--- src/hdl/niu32_cfg.svh ---
`ifndef NIU32_CFG_SVH
`define NIU32_CFG_SVH

// Datapath width
`define NIU_WORD_BITS 32

// Memory depths in words
`define NIU_IMEM_WORDS 256
`define NIU_DMEM_WORDS 256

`define NIU_PC_START 32'h0000_0000

// Memory-mapped I/O
`define NIU_ADDR_LEDR   32'hFFFF_0020
`define NIU_ADDR_OUT    32'hFFFF_0000
`define NIU_ADDR_SWITCH 32'hFFFF_0120
`define NIU_IO_PREFIX   16'hFFFF  // Upper half of every I/O address

`define NIU_LED_BITS 10  // Red LEDs and switches alike

`endif
--- src/hdl/niu32IsaPkg.sv ---
package niu32IsaPkg;

    typedef logic [4:0]  regIdxT;
    typedef logic [16:0] immT;

    // Primary opcode in IR[31:27]
    typedef enum logic [4:0] {
        opAlui = 5'b00000,
        opAddi = 5'b00001,
        opMlti = 5'b00010,
        opAndi = 5'b00101,
        opOri  = 5'b00110,
        opXori = 5'b00111,
        opSuli = 5'b01000,
        opSuri = 5'b01010,
        opSsri = 5'b01011,
        opLw   = 5'b10000,
        opSw   = 5'b10011,
        opBeq  = 5'b11000,
        opBne  = 5'b11001,
        opBlt  = 5'b11010,
        opBle  = 5'b11011
    } opcodeT;

    // Secondary opcode encodings also used by the immediate forms
    typedef enum logic [4:0] {
        aluSub = 5'b00000,
        aluAdd = 5'b00001,
        aluMlt = 5'b00010,
        aluNot = 5'b00100,
        aluAnd = 5'b00101,
        aluOr  = 5'b00110,
        aluXor = 5'b00111,
        aluSul = 5'b01000,
        aluSur = 5'b01010,
        aluSsr = 5'b01011,
        aluEq  = 5'b10000,
        aluNeq = 5'b10001,
        aluLt  = 5'b10010,
        aluLeq = 5'b10011
    } aluFuncT;

endpackage

--- src/hdl/niu32CorePkg.sv ---
`include "niu32_cfg.svh"

package niu32CorePkg;
    import niu32IsaPkg::*;

    typedef logic [`NIU_WORD_BITS-1:0] wordT;
    typedef logic [$clog2(`NIU_IMEM_WORDS)-1:0] imemAddrT;

    typedef enum logic [4:0] {
        sFetch, sDecode,
        sOpB, sExec, sWriteBack,          // ALU, register or immediate
        sAddrB, sAddrCalc, sAddrLoad,     // Shared by LW and SW
        sLoadWb, sStore,
        sBrB, sBrCmp, sBrTest, sBrOff, sBrAdd, sBrJump,
        sIoWait, sHalt
    } seqStateT;

    typedef enum logic [2:0] {
        busNone, busPc, busReg, busMem, busImm, busShImm, busAlu
    } busSrcT;

    typedef struct packed {
        logic    loadPc;
        logic    incPc;
        logic    loadIr;
        logic    loadMar;
        logic    writeMem;
        logic    writeReg;
        regIdxT  regSel;
        logic    loadA;
        logic    loadB;
        aluFuncT aluFunc;
        busSrcT  busSrc;
        logic    ioStore;
    } ctrlWordT;

    typedef struct packed {
        opcodeT  op1;
        aluFuncT op2;
        regIdxT  rx;
        regIdxT  ry;
        regIdxT  rz;
        immT     imm;
    } decodeT;

    typedef struct packed {
        imemAddrT addr;
        wordT     data;
        logic     last;
    } loadWordT;

endpackage

--- src/hdl/programLoader.sv ---
`timescale 1ns/1ns

module programLoader import niu32CorePkg::*; (
    input  logic     clk,
    input  logic     reset,
    input  logic     loadReq,
    input  loadWordT loadWord,
    output logic     loadAck,
    output logic     imemWe,
    output imemAddrT imemAddr,
    output wordT     imemData,
    output logic     coreRun
);
    typedef enum logic [1:0] {loadIdle, loadWrite, loadHold} loadStateT;

    loadStateT state;
    loadWordT  held;  // Packet captured at request

    always_ff @(posedge clk or posedge reset) begin
        if (reset) begin
            state   <= loadIdle;
            coreRun <= 1'b0;
        end else begin
            case (state)
                loadIdle: if (loadReq && !coreRun) state <= loadWrite;
                loadWrite: state <= loadHold;
                loadHold: begin
                    // Four-phase return to zero
                    if (!loadReq) begin
                        state <= loadIdle;
                        if (held.last) coreRun <= 1'b1;
                    end
                end
                default: state <= loadIdle;
            endcase
        end
    end

    always_ff @(posedge clk) begin
        if (state == loadIdle && loadReq) held <= loadWord;
    end

    assign imemWe   = state == loadWrite;
    assign imemAddr = held.addr;
    assign imemData = held.data;
    assign loadAck  = state == loadHold;

    // Host keeps the request up until the word has been taken
    assert property (@(posedge clk) disable iff (reset) $fell(loadReq) |-> loadAck);

endmodule

--- config.mk ---
export PLATFORM = sky130hd
export DESIGN_NAME = programLoader
export DESIGN_NICKNAME = d
export VERILOG_FILES = /design/src/hdl/niu32IsaPkg.sv /design/src/hdl/niu32CorePkg.sv /design/src/hdl/programLoader.sv
export VERILOG_INCLUDE_DIRS = /design/src /design/src/hdl
export SDC_FILE = /design/constraint.sdc
export NUM_CORES = 1
export LEC_CHECK = 0
export ABC_AREA = 0
export BUFFER_PORTS_ARGS = -buffer_cell sky130_fd_sc_hd__buf_2
export CORE_ASPECT_RATIO = 0.8
export CORE_MARGIN = 2
export CORE_UTILIZATION = 40
export CTS_CLUSTER_SIZE = 28
export DETAILED_ROUTE_END_ITERATION = 12
export GPL_TIMING_DRIVEN = 0
export PLACE_DENSITY = 0.72
export SYNTH_ARGS = -nofsm -noshare
export SYNTH_HDL_FRONTEND = slang
export SYNTH_SLANG_ARGS = --single-unit
export TNS_END_PERCENT = 100
--- constraint.sdc ---
create_clock -name clk -period 4.1 [get_ports clk]
set_clock_uncertainty 0.05 [all_clocks]
set_input_delay 0.41 -clock clk [delete_from_list [all_inputs] [get_ports clk]]
set_output_delay 0.41 -clock clk [all_outputs]
set_load 0.02 [all_outputs]
# Word level (Yosys, flattened, before mapping)
# Cells that the tools add are included.
# totals
n_memories,0
word_cells,19
inputBits,44
romBits,0
mem_bits_rw,0
latch_bits,0
register_bits,44
# classes
bitwise,1
add_sub_neg,0
n_div,0
n_reduce_logical,6
eq_ne,4
n_shift,0
mul,0
magnitude_cmp,0
mux,3
# ops
op,n
2-bit case mux with 3 select lines,1
2-bit 2-to-1 mux,2
"2-bit != test, second input constant",2
3-bit AND reduction,1
"2-bit by 1-bit == test with 1-bit output, second input constant",1
"2-bit == test, second input constant",1
1-bit logical AND,2
2-bit zero test,1
2-bit AND reduction,1
1-bit zero test,1
1-bit inverter,1

# Depth between registers and ports, before layout
# Gate-level depths: netlist of run 1.
# logic_depth
word_depth,4
ltp_mapped,2
ltp_nobuf,2

# Worst setup path before layout of run 1
# OpenSTA, ideal clock, no wires.
# synth_path
path_kind,reg-to-reg
startpoint,reg state[0]
endpoint,"reg held[0] in the netlist's numbering, enable pin"
arrival_time_ns,2.077
slack_ns,1.540
n_path_buf,0
period_less_slack_ns,2.560
required_time_ns,3.617
path_stages_with_launch,2
cell_sequence,dfrtp_1 nor3b_2
# synth_via
elab_chain_cells,2
# synth_lines
item,line_no,text
from (decl),programLoader.sv:16,loadStateT state;
from (signal assigned),programLoader.sv:21,state <= loadIdle;
from (signal assigned),programLoader.sv:25,loadIdle: if (loadReq && !coreRun) state <= loadWrite;
from (signal assigned),programLoader.sv:26,loadWrite: state <= loadHold;
2-bit zero test,programLoader.sv:40,if (state == loadIdle && loadReq) held <= loadWord;
1-bit logical AND,programLoader.sv:40,
to (signal assigned),programLoader.sv:40,
to (decl),programLoader.sv:17,loadWordT held;
# No other way between the ends.
# A chain may end at the register's enable or synchronous reset.

# Worst setup path in the final report of run 1
# layout_path
startpoint,reg state[0]
endpoint,out imemWe
# layout_via
elab_chain_cells,1
# layout_lines
item,line_no,text
2-bit by 1-bit == test with 1-bit output,programLoader.sv:43,assign imemWe = state == loadWrite;
to (decl),programLoader.sv:9,"output logic imemWe,"
# No other way between the ends.

==> impl_summary.log, run 1 <==
INFO  metric outcome = complete, no violations
INFO  metric wl_per_cell = 11.0 µm
INFO  metric drt-initial-drc-count = 38
INFO  metric die-area = between 0.004 and 0.005 mm²
INFO  metric preCtsSetupSlack = 2.54 ns
INFO  metric cts_tree = yes
INFO  metric drtPass1Iterations = 3
INFO  metric share_seq_of_total_power = 0.493
INFO  metric clock_network_power_share = 0.185
INFO  metric worst-slew-pin-transition = about 0.24 ns
INFO  metric synth-edff-count = just over 40
INFO  metric timing.hold.worst_endpoint = imemData[10]$_DFFE_PP_
INFO  metric area_delta_synth_final = 38.2%
INFO  metric antenna_violations_before_repair = 0
INFO  metric drt-vias-per-instance = 4.00
INFO  metric synth.yosys.warnings = 0
INFO  metric synthesis.area = ~0.0017 mm²
INFO  metric fillCellCount = between 300 and 400
INFO  metric power_switching_share = 0.291
INFO  metric grt_start_max_net_pins = 22
INFO  metric yosysMostFrequentCell = sky130_fd_sc_hd__edfxtp_1
INFO  metric initial_utilization = 0.426
INFO  metric post-synth-top-area-cell = sky130_fd_sc_hd__edfxtp_1
INFO  metric vias = 972
INFO  metric finalWorstPathRequiredPeriod = 1.60 ns
INFO  metric synth_top_flop_cell = sky130_fd_sc_hd__edfxtp_1
INFO  metric crit_slowest_cell = sky130_fd_sc_hd__dfrtp_1
INFO  metric place_inst = about 240
INFO  metric switchingPower = around 0.00038 W
INFO  metric dieHeight = 61.7 µm
INFO  metric seq_area_frac_synth = 0.785
INFO  metric r2r_cells = 3
INFO  metric setup_tns = 0 ns
INFO  metric timing.critical_path.buf_inv = 1
INFO  metric slew_viol_final = 0
INFO  metric drv_cap = 0
INFO  metric worst-r2r-setup-slack = 2.61 ns
INFO  metric power.static_leakage = 1.07 nW
INFO  metric number_of_global_route_vias_before_repair = around 970
INFO  metric max-clock-path-buffers = 2
INFO  metric synthTopCellsByCount = 41 x sky130_fd_sc_hd__edfxtp_1, 40 x sky130_fd_sc_hd__buf_4, 3 x sky130_fd_sc_hd__dfrtp_1
INFO  metric rsz0062_at_grt = no
INFO  metric crit_required = 3.64 ns
INFO  metric placement.io_buffers = 86
INFO  metric post_route_cells_drive_above_1_share = 0.723
INFO  metric crit_arrival = 1.14 ns
INFO  metric core_region_area = 0.00390 mm²
INFO  metric power.internal = 0.000926 W
INFO  metric timing.hold.ws = 0.246 ns
INFO  metric relSlewSlack = 0.842
INFO  metric drt.antenna.violating_nets = 0
INFO  metric ys_seq_elements = 44
INFO  metric finish.net_count = 232
INFO  metric place_hpwl = approximately 2100 µm
INFO  metric grt_first_pass_wirelength = 4190 µm
INFO  metric setup.worst_path.start_class = register
INFO  metric cts.root.buffer_cell = sky130_fd_sc_hd__clkbuf_8
INFO  metric dieWidth = around 76 µm
INFO  metric h-tree-depth = 2
INFO  metric proportion_of_netlist_area_held_by_the_largest_area_contributor = 0.740
INFO  metric avgSynthCellArea = about 18 µm²
INFO  metric hold_violations = 0
INFO  metric max_freq = 626 MHz
INFO  metric min_from = loadWord[11]
INFO  metric std_cell_rows = 20
INFO  metric synthesis.instances = 92
INFO  metric critical_path.cell_chain = nor2b_1, buf_2
INFO  metric crit_family = flip-flops
INFO  metric criticalPathCategory = register to primary output
INFO  metric antenna_cells_inserted = 0
INFO  metric hold_path_class = input port to register
INFO  metric layout_worst_path_cycle_share = 0.389
INFO  metric r2r_end = imemAddr[0]$_DFFE_PP_
INFO  metric worst-path-max-fanout = 3
INFO  metric hold_depth = 1
INFO  metric timing.critical_path.slowest_cell_delay = 0.43 ns
INFO  metric path_clk_slew = approximately 0.07 ns
INFO  metric postCtsResizedCells = 0
INFO  metric routed_wirelength = about 2700 µm
INFO  metric grt_use_total = 0.122
INFO  metric drc_errors = 0
INFO  metric io_pins = 87
INFO  metric combinationalPowerShare = 0.322
INFO  metric finalSetupViolations = 0
INFO  metric timing.rr.start = state[0]$_DFFE_PP0P_
INFO  metric layout_setup_ws = between 2 and 3 ns
INFO  metric finalPower = 0.00131 W
INFO  metric cts.sinks = 44
INFO  metric worst_ir_drop_vdd = 0.000257 V
INFO  metric power_per_cell_area = 568 mW/mm²
INFO  metric synth_cell_types = 9
INFO  metric synthTopCellsByArea = sky130_fd_sc_hd__edfxtp_1 74%, sky130_fd_sc_hd__buf_4 18%, sky130_fd_sc_hd__dfrtp_1 4.5%
INFO  metric synth-async-reset-ratio = 0.0682
INFO  metric synth.net_count = 136
INFO  metric clock_latency = 0.28 ns
INFO  metric timing.critical_path.to_type = primary output
INFO  metric globalRoute.totalOverflow = 0
INFO  metric cts_inserted_buffers = 5
INFO  metric place_congestion = 0.657
INFO  metric final_cell_count_no_fill = 243
==> registers in the layout (all words and copies together), names as in the netlist <==
signal,flops
imemAddr,8
imemData,32
coreRun,1
held,1
state,2
==> repair_timing <==
item | 4_1_cts | 5_1_grt
hold buffers | 1 | 0
hold endpoints to repair | 3 | 0
setup endpoints to repair | 0 | 0
setup buffers | 0 | 0
==> area by class of cell <==
class | instances | area [µm²] | share of cell area
Clock inverter | 1 | 5.00 | 0.00218
Inverter | 2 | 7.51 | 0.00326
Timing Repair Buffer | 89 | 483 | 0.210
Sequential cell | 44 | 1310 | 0.568
Multi-Input combinational cell | 6 | 56.3 | 0.0245
Buffer | 40 | 300 | 0.131
Clock buffer | 6 | 72.6 | 0.0316
Tap cell | 55 | 68.8 | 0.0299
==> layout by cell type (no fill, tap or decap), drive strengths merged <==
| cell | n |
|---|---|
| nor3b | 1 |
| dlygate4sd3 | 1 |
| nor2b | 3 |
| a31o | 1 |
| clkbuf | 6 |
| inv | 2 |
| clkinv | 1 |
| edfxtp | 41 |
| a21o | 1 |
| dfrtp | 3 |
| buf | 128 |
==> worst max-delay path by stage <==
stage	slack, ns	start	depth (start not counted)	to
after floorplan	1.54	state[0]$_DFFE_PP0P_	1	held[0]$_DFFE_PP_
after global placement	0.99	loadReq	2	imemData[2]$_DFFE_PP_
after detailed placement	2.54	loadReq	4	imemData[14]$_DFFE_PP_
after CTS	2.49	state[0]$_DFFE_PP0P_	2	imemWe
after global routing	2.44	state[0]$_DFFE_PP0P_	2	imemWe
final	2.50	state[0]$_DFFE_PP0P_	2	imemWe
==> kinds of logic after synthesis <==
group / Yosys count / synth area share
flip-flops: 44 / 0.785
buffers and inverters: 42 / 0.185
AND/OR/NAND/NOR: 4 / 0.0203
AO/OA/AOI/OAI: 2 / 0.00978
==> per-layer routing <==
layer,vias up,track usage,part of all wire
li1,470,-,-
met1,437,0.121,0.36
met2,63,0.207,0.49
met3,2,0.0882,0.14
met4,0,0.0468,0.0037
met5,-,0,0
==> worst register-to-register path: stages, from the launching register on <==
cell and delay [ns]:
sky130_fd_sc_hd__dfrtp_1 0.43, sky130_fd_sc_hd__nor3b_4 0.29, sky130_fd_sc_hd__buf_8 0.23, sky130_fd_sc_hd__buf_16 0.19
==> through the flow <==
step	util	cell area (µm²)
final	0.589	2300
after global routing	0.589	2300
after CTS	0.589	2300
after floorplan	-	1660
after detailed placement	0.567	2210
after global placement	0.554	2160
==> power by group through the flow <==
stage | registers [W] | clock network [W] | logic, W
5_1_grt | 0.000655 | 0.000273 | 0.000449
3_5_place_dp | 0.000654 | 0 | 0.000426
2_1_floorplan | 0.000653 | 0 | 0.000274
4_1_cts | 0.000645 | 0.000255 | 0.000427
3_3_place_gp | 0.000656 | 0 | 0.000385
6_report | 0.000644 | 0.000241 | 0.000420
No activity file was read; power rests on OpenSTA's default activity.
==> inputs of run 2 (changes only) <==
--- a/config.mk
+++ b/config.mk
@@ -6,7 +6,7 @@
 export SDC_FILE = /design/constraint.sdc
 export NUM_CORES = 1
 export LEC_CHECK = 0
-export ABC_AREA = 0
+export ABC_AREA = 1
 export BUFFER_PORTS_ARGS = -buffer_cell sky130_fd_sc_hd__buf_2
 export CORE_ASPECT_RATIO = 0.8
 export CORE_MARGIN = 2
==> constraint.sdc (replaced) <==
create_clock -name clk -period 1.62 [get_ports clk]
set_clock_uncertainty 0.05 [all_clocks]
set_input_delay 0.162 -clock clk [delete_from_list [all_inputs] [get_ports clk]]
set_output_delay 0.162 -clock clk [all_outputs]
set_load 0.02 [all_outputs]
==> run 2 against run 1 <==
  * Global-route usage grew 3.7 points
  * Die area grew 0.28%
  * Routed wire length grew 34%
==> impl_summary.log, run 2 <==
INFO  metric crit_arrival = 1.32 ns (was 1.14 ns)
INFO  metric synthesis.area = 0.00167 mm² (was 0.00166 mm²)
INFO  metric timing.hold.worst_endpoint = coreRun$_DFFE_PP0P_ (was imemData[10]$_DFFE_PP_)
INFO  metric slew_viol_final = 0 (unchanged)
INFO  metric antenna_cells_inserted = 0 (unchanged)
INFO  metric fillCellCount = 280 (was 332)
INFO  metric grt_use_total = 0.159 (was 0.122)
INFO  metric synth-edff-count = 41 (unchanged)
INFO  metric timing.hold.ws = 0.110 ns (was 0.246 ns)
INFO  metric die-area = 0.00471 mm² (was 0.00470 mm²)
INFO  metric placement.io_buffers = 86 (unchanged)
INFO  metric largest_register_ff_count = 32 (unchanged)
INFO  metric power.static_leakage = 1.23 nW (was 1.07 nW)
INFO  metric avgSynthCellArea = 16.9 µm² (was 18.1 µm²)
INFO  metric worst-path-max-fanout = 21 (was 3)
INFO  metric post-synth-top-area-cell = sky130_fd_sc_hd__edfxtp_1 (unchanged)
INFO  metric drt-vias-per-instance = 4.07 (was 4.00)
INFO  metric power_per_cell_area = 856 mW/mm² (was 568 mW/mm²)
INFO  metric drc_errors = 0 (unchanged)
INFO  metric most-common-layout-cells = 86 x sky130_fd_sc_hd__buf_2, 42 x sky130_fd_sc_hd__dlygate4sd3_1, 41 x sky130_fd_sc_hd__edfxtp_1 (was 86 x sky130_fd_sc_hd__buf_2, 41 x sky130_fd_sc_hd__edfxtp_1, 40 x sky130_fd_sc_hd__buf_4)
INFO  metric synth_xor_xnor_area_share = 0 (unchanged)
INFO  metric finish.net_count = 279 (was 232)
INFO  metric synthTopCellsByCount = 41 x sky130_fd_sc_hd__edfxtp_1, 40 x sky130_fd_sc_hd__buf_4, 5 x sky130_fd_sc_hd__inv_1 (was 41 x sky130_fd_sc_hd__edfxtp_1, 40 x sky130_fd_sc_hd__buf_4, 3 x sky130_fd_sc_hd__dfrtp_1)
INFO  metric synth_adder_area_share = 0 (unchanged)
INFO  metric yosysMostFrequentCell = sky130_fd_sc_hd__edfxtp_1 (unchanged)
INFO  metric setup.worst_path.start_class = register (unchanged)
INFO  metric seq_area_frac_synth = 0.783 (was 0.785)
INFO  metric final_cell_count_no_fill = 290 (was 243)
INFO  metric io_pins = 87 (unchanged)
INFO  metric drv_cap = 0 (unchanged)
INFO  metric place_hpwl = 1880 µm (was 2100 µm)
INFO  metric routed_wirelength = 3570 µm (was 2670 µm)
INFO  metric ys_seq_elements = 44 (unchanged)
INFO  metric ff_latch_area = 0.00131 mm² (unchanged)
INFO  metric synthTopCellsByArea = sky130_fd_sc_hd__edfxtp_1 74%, sky130_fd_sc_hd__buf_4 18%, sky130_fd_sc_hd__dfrtp_1 4.5% (unchanged)
INFO  metric h-tree-depth = 2 (unchanged)
INFO  metric share_seq_of_total_power = 0.576 (was 0.493)
INFO  metric critical_path.cell_chain = inv_2, nand3_2, clkinvlp_4 (was nor2b_1, buf_2)
INFO  metric grt_first_pass_wirelength = 5410 µm (was 4190 µm)
INFO  metric max-clock-path-buffers = 2 (unchanged)
INFO  metric switchingPower = 0.000497 W (was 0.000379 W)
INFO  metric synth.net_count = 143 (was 136)
INFO  metric r2r_cells = 3 (unchanged)
INFO  metric worst_ir_drop_vdd = 0.000643 V (was 0.000257 V)
INFO  metric relSlewSlack = 0.710 (was 0.842)
INFO  metric synth_cell_types = 10 (was 9)
INFO  metric hold_depth = 4 (was 1)
INFO  metric cts.repair_timing.setup_buffer_count = 0 (unchanged)
INFO  metric synth_compound_gate_area_share = 0.00300 (was 0.00977)
INFO  metric clock_latency = 0.29 ns (was 0.28 ns)
INFO  metric criticalPathCategory = register to register (was register to primary output)
INFO  metric drtPass1Iterations = 4 (was 3)
INFO  metric synth_top_flop_cell = sky130_fd_sc_hd__edfxtp_1 (unchanged)
INFO  metric cts_inserted_buffers = 5 (unchanged)
INFO  metric preCtsSetupSlack = -0.243 ns (was 2.54 ns)
INFO  metric crit_slowest_cell = sky130_fd_sc_hd__dfrtp_1 (unchanged)
INFO  metric place_inst = 240 (was 235)
INFO  metric path_clk_slew = 0.07 ns (about the same)
INFO  metric timing.critical_path.to_type = register (was primary output)
INFO  metric wl_per_cell = 12.3 µm (was 11.0 µm)
INFO  metric grt_start_max_net_pins = 22 (unchanged)
INFO  metric min_from = loadReq (was loadWord[11])
INFO  metric main_combinational_cell_family_by_area_after_synthesis = buffers and inverters (unchanged)
INFO  metric share_of_synthesized_cell_area_in_and_or_nand_and_nor_gates = 0.0210 (was 0.0203)
INFO  metric worst-slew-pin-transition = 0.434 ns (was 0.237 ns)
INFO  metric power_switching_share = 0.216 (was 0.291)
INFO  metric layout_setup_ws = 0.159 ns (was 2.50 ns)
INFO  metric initial_utilization = 0.428 (was 0.426)
INFO  metric place_congestion = 0.628 (was 0.657)
INFO  metric timing.critical_path.slowest_cell_delay = 0.41 ns (was 0.43 ns)
INFO  metric worst-r2r-setup-slack = 0.16 ns (was 2.61 ns)
INFO  metric finalWorstPathRequiredPeriod = ~1.5 ns
INFO  metric crit_required = 1.48 ns (was 3.64 ns)
INFO  metric antenna_violations_before_repair = 0 (unchanged)
INFO  metric cts.root.buffer_cell = sky130_fd_sc_hd__clkbuf_8 (unchanged)
INFO  metric globalRoute.totalOverflow = 0 (unchanged)
INFO  metric post_route_cells_drive_above_1_share = 0.583 (was 0.723)
INFO  metric synth.mux.area_fraction = 0 (unchanged)
INFO  metric layout_worst_path_cycle_share = 0.902
INFO  metric vias = 1179 (was 972)
INFO  metric drt.antenna.violating_nets = 0 (unchanged)
INFO  metric dieHeight = 61.8 µm (was 61.7 µm)
INFO  metric hold_violations = 0 (unchanged)
INFO  metric combinationalPowerShare = 0.154 (was 0.322)
INFO  metric multi_input_area = 45.0 µm² (was 56.3 µm²)
INFO  metric dieWidth = 76.2 µm (was 76.1 µm)
INFO  metric finalSetupViolations = 0 (unchanged)
INFO  metric outcome = complete, no violations (unchanged)
INFO  metric core_region_area = 0.00390 mm² (unchanged)
INFO  metric r2r_end = imemData[23]$_DFFE_PP_ (was imemAddr[0]$_DFFE_PP_)
INFO  metric layout_commonest_cell = sky130_fd_sc_hd__buf_2 (unchanged)
INFO  metric number_of_global_route_vias_before_repair = 1150 (was 968)
INFO  metric timing.rr.start = state[1]$_DFFE_PP0P_ (was state[0]$_DFFE_PP0P_)
INFO  metric clock_network_power_share = 0.270 (was 0.185)
INFO  metric cts_tree = yes (unchanged)
INFO  metric proportion_of_netlist_area_held_by_the_largest_area_contributor = 0.738 (was 0.740)
INFO  metric max_freq = 685 MHz
INFO  metric drt-initial-drc-count = 36 (was 38)
INFO  metric power.internal = 0.00180 W (was 0.000926 W)
INFO  metric area_delta_synth_final = 60.7% (was 38.2%)
INFO  metric synth-async-reset-ratio = 0.0682 (unchanged)
INFO  metric rsz0062_at_grt = no (unchanged)
INFO  metric hold_path_class = input port to register (unchanged)
INFO  metric synth.yosys.warnings = 0 (unchanged)
INFO  metric synthesis.instances = 99 (was 92)
INFO  metric cts.sinks = 44 (unchanged)
INFO  metric std_cell_rows = 20 (unchanged)
[run 2: stage by stage]
stage	cell area (µm²)	utilization	setup TNS (ns)	power, W
final	2680	0.687	0	0.00230
after global placement	2170	0.556	-8.96	0.00161
after floorplan	1670	-	0	0.00151
after CTS	2660	0.682	0	0.00231
after global routing	2680	0.687	0	0.00240
after detailed placement	2170	0.556	-9.92	0.00162
[run 2: power groups by stage]
stage          clock, W  combinational, W  sequential, W
2_1_floorplan         0          0.000164        0.00134
3_3_place_gp          0          0.000263        0.00135
3_5_place_dp          0          0.000268        0.00135
4_1_cts        0.000646          0.000346        0.00132
5_1_grt        0.000698          0.000377        0.00133
6_report       0.000621          0.000354        0.00132
[run 2: worst max path at each step]
stage,startpoint,endpoint,slack (ns),cells after the start
CTS,state[1]$_DFFE_PP0P_,imemAddr[1]$_DFFE_PP_,0.14,3
global route,state[1]$_DFFE_PP0P_,imemAddr[1]$_DFFE_PP_,0.04,3
floorplan,state[1]$_DFFE_PP0P_,held[0]$_DFFE_PP_,0.04,3
detailed placement,state[1]$_DFFE_PP0P_,imemData[23]$_DFFE_PP_,-0.24,3
global placement,state[1]$_DFFE_PP0P_,imemAddr[4]$_DFFE_PP_,-0.22,3
finish,state[1]$_DFFE_PP0P_,imemData[23]$_DFFE_PP_,0.16,3
[run 2: per-layer routing]
metal | up-vias | wire length, µm | part of all wire | global-route usage
li1 | 565 | - | - | -
met1 | 548 | 1450 | 0.41 | 0.179
met2 | 61 | 1810 | 0.51 | 0.276
met3 | 5 | 287 | 0.080 | 0.0751
met4 | 0 | 23 | 0.0064 | 0.0623
met5 | - | 0 | 0 | 0
[run 2: cells by family (layout without fill, tap and decap cells)]
group / after synthesis / after routing
AND/OR/NAND/NOR: 8 / 8
flip-flops: 44 / 44
AO/OA/AOI/OAI: 1 / 1
buffers and inverters: 46 / 182
[run 2: repair_timing]
action / in CTS / in global routing
resized for setup: 2 / 0
endpoints found under the setup margin: 41 / 0
hold endpoints to repair: 42 / 2
hold buffers: 40 / 2
[run 2: cell type report]
cell class              count  share of cell area
repair buffers            128               0.317
inverters                   6             0.00979
flip-flops and latches     44               0.487
plain buffers              40               0.112
clock buffers               6              0.0271
repair inverters            1             0.00280
multi-input cells           9              0.0168
well taps                  55              0.0257
clock inverters             1             0.00187
[run 2: critical path: cells and delay by family, from the launching register on]
kind	cells	cell delay (ns)
buffers and inverters	2	0.46
flip-flops	1	0.41
AND/OR/NAND/NOR	1	0.15
